$ cat config.mk
export PLATFORM = sky130hd
export DESIGN_NAME = a_domain_top
export DESIGN_NICKNAME = d
export VERILOG_FILES = /design/src/logic/a_domain_pkg.sv /design/src/logic/asic_io_sync.sv /design/src/logic/config_loader.sv /design/src/logic/command_decoder.sv /design/src/logic/stream_burst_gate.sv /design/src/logic/a_domain_top.sv
export SDC_FILE = /design/constraint.sdc
export NUM_CORES = 1
export LEC_CHECK = 0
export ABC_AREA = 1
export BUFFER_PORTS_ARGS = -buffer_cell sky130_fd_sc_hd__clkbuf_2
export CAP_MARGIN = 20
export CORE_AREA = 2 2 304 306
export CTS_BUF_LIST = sky130_fd_sc_hd__clkbuf_8 sky130_fd_sc_hd__clkbuf_16
export CTS_CLUSTER_DIAMETER = 50
export DETAILED_ROUTE_END_ITERATION = 10
export DIE_AREA = 0 0 306 308
export GPL_TIMING_DRIVEN = 0
export PLACE_DENSITY_LB_ADDON = 0.05
export SYNTH_ARGS = -nofsm -noshare
export SYNTH_HDL_FRONTEND = slang
export SYNTH_SLANG_ARGS = --single-unit
export TNS_END_PERCENT = 5
$ cat constraint.sdc
create_clock -name clk_a_domain -period 2.55 [get_ports clk_a_domain]
set_input_delay 0.255 -clock clk_a_domain [delete_from_list [all_inputs] [get_ports clk_a_domain]]
set_output_delay 0.255 -clock clk_a_domain [all_outputs]
set_load 0.02 [all_outputs]
$ cat src/logic/a_domain_pkg.sv
// every width is fixed by the 32-bit command format and the 66-bit ASIC data word, so none is tunable
package a_domain_pkg;

    // command word layout, opcode in the low bits and payload above it
    localparam int cmd_w     = 32;
    localparam int opcode_w  = 15;
    localparam int payload_w = cmd_w - opcode_w;

    localparam int stream_w  = 66;
    localparam int burst_len = 7;

    // configuration load is nine scalar words then two cut tables
    localparam int cut_count    = 15;
    localparam int scalar_words = 9;
    localparam int config_words = scalar_words + 2 * cut_count;

    typedef logic [cmd_w-1:0]     cmd_word_t;
    typedef logic [opcode_w-1:0]  opcode_t;
    typedef logic [payload_w-1:0] payload_t;
    typedef logic [stream_w-1:0]  stream_word_t;
    typedef logic [payload_w-1:0] gap_t;
    typedef logic signed [16:0]   cut1_t;
    typedef logic signed [15:0]   cut2_t;

    localparam opcode_t op_config       = 15'd1;
    localparam opcode_t op_config_ack   = 15'd2;
    localparam opcode_t op_status       = 15'd7;
    localparam opcode_t op_start        = 15'd8;
    localparam opcode_t op_ready_notice = 15'd9;
    localparam opcode_t op_stream_gap   = 15'd10;

    // fields in load order, first word loaded is the top field
    typedef struct packed {
        // 0 training, 1 training and inference sweep, 2 inference
        logic [1:0]            asic_mode;
        logic [15:0]           training_epochs;
        logic [15:0]           inference_epochs;
        logic [1:0]            dataset;
        logic [15:0]           timesteps;
        logic [15:0]           input_size_layer1;
        logic                  long_stream_mode;
        logic                  binary_classifier_mode;
        logic                  loser_encourage_mode;
        cut1_t [cut_count-1:0] layer1_cut;
        cut2_t [cut_count-1:0] layer2_cut;
    } asic_config_t;

    typedef struct packed {
        logic         valid;
        stream_word_t word;
    } stream_beat_t;

endpackage

$ cat src/logic/asic_io_sync.sv
// start_ready passes one flop only, so the ASIC must hold it steady well beyond a clock period
module asic_io_sync (
    input  logic                       clk_a_domain,
    input  logic                       reset_n,
    input  a_domain_pkg::stream_beat_t beat_i,
    input  logic                       start_ready_raw_i,
    output a_domain_pkg::stream_beat_t asic_stream_o,
    output logic                       start_ready_o,
    output logic                       start_ready_rise_o
);

    logic                       stream_valid_q;
    a_domain_pkg::stream_word_t stream_word_q;
    logic                       start_ready_q;
    logic                       start_ready_prev_q;

    // outbound stage, valid is cleared on reset
    always_ff @(posedge clk_a_domain) begin
        if (!reset_n) begin
            stream_valid_q <= 1'b0;
        end else begin
            stream_valid_q <= beat_i.valid;
        end
    end

    always_ff @(posedge clk_a_domain) begin
        stream_word_q <= beat_i.word;
    end

    assign asic_stream_o = '{valid: stream_valid_q, word: stream_word_q};

    // inbound stage and the edge register behind it
    always_ff @(posedge clk_a_domain) begin
        if (!reset_n) begin
            start_ready_q      <= 1'b0;
            start_ready_prev_q <= 1'b0;
        end else begin
            start_ready_q      <= start_ready_raw_i;
            start_ready_prev_q <= start_ready_q;
        end
    end

    assign start_ready_o = start_ready_q;

    // high for the one cycle after the synced level goes up
    assign start_ready_rise_o = start_ready_q && !start_ready_prev_q;

endmodule

$ cat src/logic/config_loader.sv
// loads 39 payloads in fixed order, extra loads while full are not taken, ack keeps the stored values
module config_loader (
    input  logic                       clk_a_domain,
    input  logic                       reset_n,
    input  logic                       load_i,
    input  a_domain_pkg::payload_t     payload_i,
    input  logic                       ack_i,
    output logic                       full_o,
    output a_domain_pkg::asic_config_t config_o
);

    logic [5:0]                 word_cnt_q;
    logic [3:0]                 cut_slot;
    a_domain_pkg::asic_config_t config_q;

    assign full_o = (word_cnt_q == 6'(a_domain_pkg::config_words));

    // slot inside whichever cut table the counter is in
    always_comb begin
        if (word_cnt_q < 6'(a_domain_pkg::scalar_words + a_domain_pkg::cut_count)) begin
            cut_slot = 4'(word_cnt_q - 6'(a_domain_pkg::scalar_words));
        end else begin
            cut_slot = 4'(word_cnt_q - 6'(a_domain_pkg::scalar_words + a_domain_pkg::cut_count));
        end
    end

    always_ff @(posedge clk_a_domain) begin
        if (!reset_n) begin
            word_cnt_q <= '0;
            config_q   <= '0;
        end else if (ack_i) begin
            word_cnt_q <= '0;
        end else if (load_i && !full_o) begin
            word_cnt_q <= word_cnt_q + 6'd1;
            // narrow fields keep the low payload bits
            case (word_cnt_q)
                6'd0: config_q.asic_mode              <= payload_i[1:0];
                6'd1: config_q.training_epochs        <= payload_i[15:0];
                6'd2: config_q.inference_epochs       <= payload_i[15:0];
                6'd3: config_q.dataset                <= payload_i[1:0];
                6'd4: config_q.timesteps              <= payload_i[15:0];
                6'd5: config_q.input_size_layer1      <= payload_i[15:0];
                6'd6: config_q.long_stream_mode       <= payload_i[0];
                6'd7: config_q.binary_classifier_mode <= payload_i[0];
                6'd8: config_q.loser_encourage_mode   <= payload_i[0];
                default: begin
                    if (word_cnt_q < 6'(a_domain_pkg::scalar_words + a_domain_pkg::cut_count)) begin
                        config_q.layer1_cut[cut_slot] <= a_domain_pkg::cut1_t'(payload_i);
                    end else begin
                        config_q.layer2_cut[cut_slot] <= a_domain_pkg::cut2_t'(payload_i[15:0]);
                    end
                end
            endcase
        end
    end

    assign config_o = config_q;

endmodule

$ cat src/logic/command_decoder.sv
// one response per cycle at most, notice before ack before the head command, unknown opcodes block the FIFO
module command_decoder (
    input  logic                    clk_a_domain,
    input  logic                    reset_n,
    input  logic                    cmd_valid_i,
    input  a_domain_pkg::cmd_word_t cmd_dout_i,
    output logic                    cmd_rd_en_o,
    input  logic                    rsp_full_i,
    output logic                    rsp_wr_en_o,
    output a_domain_pkg::cmd_word_t rsp_din_o,
    input  logic                    start_ready_i,
    input  logic                    start_ready_rise_i,
    input  logic                    loader_full_i,
    output logic                    load_o,
    output a_domain_pkg::payload_t  payload_o,
    output logic                    ack_o,
    output logic                    gap_load_o,
    output a_domain_pkg::gap_t      gap_o
);

    a_domain_pkg::opcode_t  head_op;
    a_domain_pkg::payload_t head_payload;
    logic                   notice_armed_q;
    logic                   notice_fire;
    logic                   ack_fire;
    logic                   slot_free;
    logic                   cfg_pop;
    logic                   status_pop;
    logic                   start_pop;
    logic                   gap_pop;

    assign head_op      = cmd_dout_i[a_domain_pkg::opcode_w-1:0];
    assign head_payload = cmd_dout_i[a_domain_pkg::cmd_w-1:a_domain_pkg::opcode_w];

    // response slot arbitration
    assign notice_fire = notice_armed_q && start_ready_rise_i && !rsp_full_i;
    assign ack_fire    = loader_full_i && !rsp_full_i && !notice_fire;
    assign slot_free   = !rsp_full_i && !notice_fire && !ack_fire;

    // config words need no slot, only room in the loader
    assign cfg_pop    = cmd_valid_i && (head_op == a_domain_pkg::op_config) && !loader_full_i;
    assign status_pop = cmd_valid_i && (head_op == a_domain_pkg::op_status) && slot_free;
    assign start_pop  = cmd_valid_i && (head_op == a_domain_pkg::op_start) && slot_free
                        && start_ready_i;
    assign gap_pop    = cmd_valid_i && (head_op == a_domain_pkg::op_stream_gap) && slot_free;

    assign cmd_rd_en_o = cfg_pop || status_pop || start_pop || gap_pop;
    assign rsp_wr_en_o = notice_fire || ack_fire || status_pop || start_pop || gap_pop;

    always_comb begin
        rsp_din_o = '0;
        if (notice_fire) begin
            rsp_din_o = {{(a_domain_pkg::payload_w-1){1'b0}}, 1'b1,
                         a_domain_pkg::op_ready_notice};
        end else if (ack_fire) begin
            rsp_din_o = {{a_domain_pkg::payload_w{1'b0}}, a_domain_pkg::op_config_ack};
        end else if (status_pop) begin
            // bit 15 reports the synced start_ready level
            rsp_din_o = {{(a_domain_pkg::payload_w-1){1'b0}}, start_ready_i,
                         a_domain_pkg::op_status};
        end else if (start_pop) begin
            rsp_din_o = {{a_domain_pkg::payload_w{1'b0}}, a_domain_pkg::op_start};
        end else if (gap_pop) begin
            rsp_din_o = cmd_dout_i;
        end
    end

    // armed by an accepted start, cleared once the notice is written
    always_ff @(posedge clk_a_domain) begin
        if (!reset_n) begin
            notice_armed_q <= 1'b0;
        end else if (start_pop) begin
            notice_armed_q <= 1'b1;
        end else if (notice_fire) begin
            notice_armed_q <= 1'b0;
        end
    end

    assign load_o     = cfg_pop;
    assign payload_o  = head_payload;
    assign ack_o      = ack_fire;
    assign gap_load_o = gap_pop;
    assign gap_o      = a_domain_pkg::gap_t'(head_payload);

endmodule

$ cat src/logic/stream_burst_gate.sv
// a zero gap stops the stream, a new gap only applies from the next pause on
module stream_burst_gate (
    input  logic                       clk_a_domain,
    input  logic                       reset_n,
    input  logic                       gap_load_i,
    input  a_domain_pkg::gap_t         gap_i,
    input  logic                       data_valid_i,
    input  a_domain_pkg::stream_word_t data_dout_i,
    output logic                       data_rd_en_o,
    output a_domain_pkg::stream_beat_t beat_o
);

    typedef enum logic {
        gate_burst,
        gate_pause
    } gate_state_t;

    gate_state_t        state_q;
    a_domain_pkg::gap_t gap_q;
    a_domain_pkg::gap_t pause_cnt_q;
    logic [2:0]         burst_cnt_q;
    logic               last_pop;

    assign data_rd_en_o = data_valid_i && (state_q == gate_burst) && (gap_q != '0);
    assign last_pop     = data_rd_en_o && (burst_cnt_q == 3'(a_domain_pkg::burst_len - 1));

    assign beat_o = '{valid: data_rd_en_o, word: data_rd_en_o ? data_dout_i : '0};

    always_ff @(posedge clk_a_domain) begin
        if (!reset_n) begin
            state_q     <= gate_burst;
            gap_q       <= '0;
            pause_cnt_q <= '0;
            burst_cnt_q <= '0;
        end else begin
            if (gap_load_i) begin
                gap_q <= gap_i;
            end
            case (state_q)
                gate_burst: begin
                    // pause length is latched here so a mid-pause change waits
                    if (last_pop) begin
                        state_q     <= gate_pause;
                        burst_cnt_q <= '0;
                        pause_cnt_q <= gap_q;
                    end else if (data_rd_en_o) begin
                        burst_cnt_q <= burst_cnt_q + 3'd1;
                    end
                end
                gate_pause: begin
                    if (pause_cnt_q <= a_domain_pkg::gap_t'(1)) begin
                        state_q     <= gate_burst;
                        pause_cnt_q <= '0;
                    end else begin
                        pause_cnt_q <= pause_cnt_q - a_domain_pkg::gap_t'(1);
                    end
                end
                default: state_q <= gate_burst;
            endcase
        end
    end

endmodule

$ cat src/logic/a_domain_top.sv
// FIFO strobes are combinational, so FIFOs must present a word with valid and take rd_en the same cycle
module a_domain_top (
    input  logic                       clk_a_domain,
    input  logic                       reset_n,
    // command FIFO
    input  logic                       cmd_valid_i,
    input  a_domain_pkg::cmd_word_t    cmd_dout_i,
    output logic                       cmd_rd_en_o,
    // data FIFO
    input  logic                       data_valid_i,
    input  a_domain_pkg::stream_word_t data_dout_i,
    output logic                       data_rd_en_o,
    // response FIFO
    input  logic                       rsp_full_i,
    output logic                       rsp_wr_en_o,
    output a_domain_pkg::cmd_word_t    rsp_din_o,
    // ASIC side
    input  logic                       asic_start_ready_i,
    output logic                       asic_reset_n_o,
    output a_domain_pkg::stream_beat_t asic_stream_o,
    output a_domain_pkg::asic_config_t asic_config_o
);

    a_domain_pkg::stream_beat_t gate_beat;
    a_domain_pkg::payload_t     load_payload;
    a_domain_pkg::gap_t         gap_value;
    logic                       start_ready;
    logic                       start_ready_rise;
    logic                       loader_full;
    logic                       load;
    logic                       ack;
    logic                       gap_load;

    // the ASIC resets together with this domain
    assign asic_reset_n_o = reset_n;

    asic_io_sync u_io_sync (
        .clk_a_domain       (clk_a_domain),
        .reset_n            (reset_n),
        .beat_i             (gate_beat),
        .start_ready_raw_i  (asic_start_ready_i),
        .asic_stream_o      (asic_stream_o),
        .start_ready_o      (start_ready),
        .start_ready_rise_o (start_ready_rise)
    );

    config_loader u_config_loader (
        .clk_a_domain (clk_a_domain),
        .reset_n      (reset_n),
        .load_i       (load),
        .payload_i    (load_payload),
        .ack_i        (ack),
        .full_o       (loader_full),
        .config_o     (asic_config_o)
    );

    command_decoder u_command_decoder (
        .clk_a_domain       (clk_a_domain),
        .reset_n            (reset_n),
        .cmd_valid_i        (cmd_valid_i),
        .cmd_dout_i         (cmd_dout_i),
        .cmd_rd_en_o        (cmd_rd_en_o),
        .rsp_full_i         (rsp_full_i),
        .rsp_wr_en_o        (rsp_wr_en_o),
        .rsp_din_o          (rsp_din_o),
        .start_ready_i      (start_ready),
        .start_ready_rise_i (start_ready_rise),
        .loader_full_i      (loader_full),
        .load_o             (load),
        .payload_o          (load_payload),
        .ack_o              (ack),
        .gap_load_o         (gap_load),
        .gap_o              (gap_value)
    );

    stream_burst_gate u_burst_gate (
        .clk_a_domain (clk_a_domain),
        .reset_n      (reset_n),
        .gap_load_i   (gap_load),
        .gap_i        (gap_value),
        .data_valid_i (data_valid_i),
        .data_dout_i  (data_dout_i),
        .data_rd_en_o (data_rd_en_o),
        .beat_o       (gate_beat)
    );

endmodule

==> metrics list <==
- Depth of the worst register-to-register path: 13
- Along the worst path, the maximum fanout reaches 5.
- Total via count in the routed design: 28,700
- STA classifies the critical path endpoint as an output port.
- Total setup violations reported at the end of the flow: 8
- In this run the deepest clock path goes through 3 buffers.
* Violation count after the first detailed-routing iteration: 1,800
- The detailed router put a total of 52,400 um of wire on met1.
- Clock-pin slew was measured on the worst setup and hold paths at 60 ps.
* Unrepaired setup endpoints after global routing: true
* Worst relative slew slack: 0.205
- Fraction of layout instances using a drive strength above 1: 0.246
- Max frequency: 386 MHz
* Routed length on met2: 61,200 um
- Leakage power total: 19.8 nW
- Synthesis instantiated 35 different standard cells from the library.
* Remaining routing DRC violations: 0
- In the synthesized netlist the dominant register cell turns out to be dfxtp_1.
* First-pass GRT wire length: 180,000 um
- The count of nets left with antenna violations once routing finished came out at 0.
* Number of fill cells: 9,720
- The signal on the critical path passes through ha_4 -> nand3_4 -> nor2_4 -> nor2_4 -> nor3b_4 -> nand2_2 -> clkinv_4 -> buf_8 -> nand2_2 -> inv_2 -> buf_8.
* Top cell type by total area after synthesis: dfxtp_1
- After detailed routing, the met3 layer carries 9000 um of wire.
- By area the synthesized netlist is led by dfxtp_1 49%, nor2_1 16%, nand2_1 12%.
- The die covers 0.0942 mm2.
- Dividing the detail-routed wire length by the instance count gives 19.7 um.
- WHS Endpoint: u_command_decoder.notice_armed_q
- The startpoint identified for the worst hold timing path is rsp_full_i.
* Hold Crit Depth: 5
- The final reports fail on negative setup slack.
- Count of non-filler cells in the finished layout: 6,352
* Worst Tran Pin Value: 1190 ps
- Half-perimeter wire length after placement: 92,700 um
- Reg-to-reg critical path startpoint: u_config_loader.word_cnt_q[1]
* Library cell contributing the largest single delay on the critical path: dfxtp_4
- Least setup slack across all paths after layout: -40.2 ps
- Clock latency on the worst-skew pair: 670 ps
* Post-synthesis async set-or-reset flop share: 0
* Width of the die: 306 um
- Counting every instance in the synthesized netlist gives 4,074.
- The clock net in this run drives a total of 680 sinks.
- Subtracting the final worst setup slack from the clock period gives 2590 ps.
- Worst Skew: 16.9 ps
* # placed instances: 6,037
- Buffers placed on the I/O ports in this run total 759.
- Remaining global-route overflow: 0
- Layout overhead on the synthesized area: 39.5%
- Syn Std Cell Area: 0.0281 mm2
* H-tree Lvls: 3
- At the end of the flow the core is filled with cells to 0.430.
* Destination of the worst register-to-register timing path: u_config_loader.config_o[372]
- Worst Hold Class: input pin to register
* Synth Area per Inst: 6.89 um2
- Final cell area excluding filler cells: 0.0391 mm2
- In the finished design, the share of the clock period the worst path needs comes to 1.02.
- Part of the Yosys area used for sequential elements: 0.485
- During synthesis, Yosys emitted a total of 0 warnings.
- The via count of the first global-routing pass was 26,800.
* Setup CP Type: register to output port
* Flop-to-flop setup slack: 130 ps
* Max Transition Viols Final: 0
* Root buf cell: clkbuf_16
- Worst hold slack: 78.6 ps
* Hold Vio Cnt, Final: 0
- Maxcap violations: 0
* Largest net degree at the start of global routing: 15
- TritonCTS built the clock tree.
- Number of antenna violations at the first check in global routing: 3
- OpenSTA, run right after detailed placement, puts the worst setup slack at -821 ps.
- Worst endpoint required time: 2300 ps
- Gp weighted congestion: 0.841
- The first detailed-routing pass ran for 7 iterations.
- Top metal layer carrying routed signals: met4
* P per Cell Area: 682 mW/mm2
- Nets@finish: 5,193
* Element type at the critical path start: register
- In this run, synthesis produced a sequential element count of 680.
- Placed instance area: 0.0335 mm2
* Standard-cell rows: 111
* Maximum cell stage delay along the critical path: 360 ps
- Pin placement for this block handled 773 I/O pins.
* Power Total: 26.7 mW
- VDD sags by at most 0.480 mV.
- Std-Cell Core Area: 0.0910 mm2
- The initial utilization of the core area, before any placement, comes to 0.308.
- Final wirelength: 125,000 um
- Global-route total usage across every layer: 0.257
- Number of buffers created by CTS: 104
- Commonest cells post-synth: 1,195 x nor2_1, 870 x nand2_1, 680 x dfxtp_1
* Share of the synthesized area in the top cell type: 0.485
- Most used standard cell by instance count after synthesis: nor2_1
- Die boundary height: 308 um
- Setup Total Neg Slack: -97.7 ps
- Worst endpoint data arrival time: 2340 ps
- Number of enable flip-flop cells after synthesis: 0
- The run finished, with violations left.
- After detailed routing, the number of vias per cell comes to 4.52.
power breakdown:
group | leakage [nW] | total (mW) | switching (mW) | internal (mW)
clock | 1.81 | 15.1 | 5.72 | 9.35
combinational | 12.5 | 1.01 | 0.732 | 0.280
sequential | 5.48 | 10.6 | 0.00146 | 10.6
cell families after synthesis:
logic type,synth area share
buf+inv,0.106
simple gates,0.365
xor+xnor,0.00406
compound gates,0.0352
fa+ha+maj,0.00401
flops,0.485
other cells,0.000134
how the worst max path moves through the flow:
stage	start	end	slack (ps)	cells after the start
CTS	u_config_loader.word_cnt_q[1]	u_config_loader.config_o[44]	-100	11
detailed placement	cmd_dout_i[9]	u_config_loader.config_o[54]	-820	13
finish	u_config_loader.word_cnt_q[0]	rsp_din_o[21]	-40	11
global route	u_config_loader.word_cnt_q[0]	rsp_din_o[21]	-130	11
floorplan	u_config_loader.word_cnt_q[0]	u_config_loader.config_o[53]	470	10
global placement	cmd_dout_i[9]	u_config_loader.config_o[54]	-780	13
repair_timing:
action                                 in CTS  in global routing
hold buffers                               73                  0
setup endpoints to repair                 507                513
resized for setup                         169                123
setup buffers                              31                 19
pin swaps                                  13                 16
endpoints found under the hold margin      76                  0
gates cloned                                1                  0
worst max-delay path: cells and delay by family, from the launching register on:
family | cells | cell delay [ps]
simple gates | 6 | 640
flops | 1 | 360
buf+inv | 4 | 490
fa+ha+maj | 1 | 170
cell usage in the layout, fill, tap and decap left out, types with 10 or more instances in the layout:
cell type,instances
buf_2,56
dlygate4sd3_1,73
nor2_1,1184
nand4_1,277
inv_1,411
clkbuf_8,14
a21oi_1,97
buf_6,16
nand2_2,19
conb_1,11
nand3_2,11
clkinv_2,15
buf_4,67
xor2_1,10
o21ai_0,92
inv_6,14
clkinvlp_4,10
nand3_1,28
clkinv_4,12
buf_1,37
inv_2,23
clkbuf_1,124
clkbuf_2,772
nor2_4,22
nand2_1,844
bufinv_16,15
buf_8,26
dfxtp_1,676
clkbuf_4,10
clkbuf_16,105
layout make-up:
cell class,count,area (um2),area share
inverters,433,1640,0.0419
diodes,1,2.50,0.0000639
multi-input cells,2667,11900,0.303
flip-flops and latches,680,13600,0.348
clock buffers,113,2740,0.0700
repair buffers,894,5370,0.137
clock inverters,78,928,0.0237
well taps,1186,1480,0.0379
plain buffers,300,1490,0.0380
per-layer routing:
layer  vias up  GRT usage
met5         -          0
met4         0     0.0706
met3       144     0.0652
met2       861      0.449
met1     13200      0.312
li1      14500          -
flip-flops by register name (all words and copies together), names as in the netlist, 3 cells and up:
signal / cells
u_burst_gate.burst_cnt_q: 3
u_burst_gate.gap_q: 17
u_burst_gate.pause_cnt_q: 17
u_config_loader.config_o: 566
u_config_loader.word_cnt_q: 6
u_io_sync.stream_word_q: 66
Note: power is estimated with default switching activity, not from simulation.
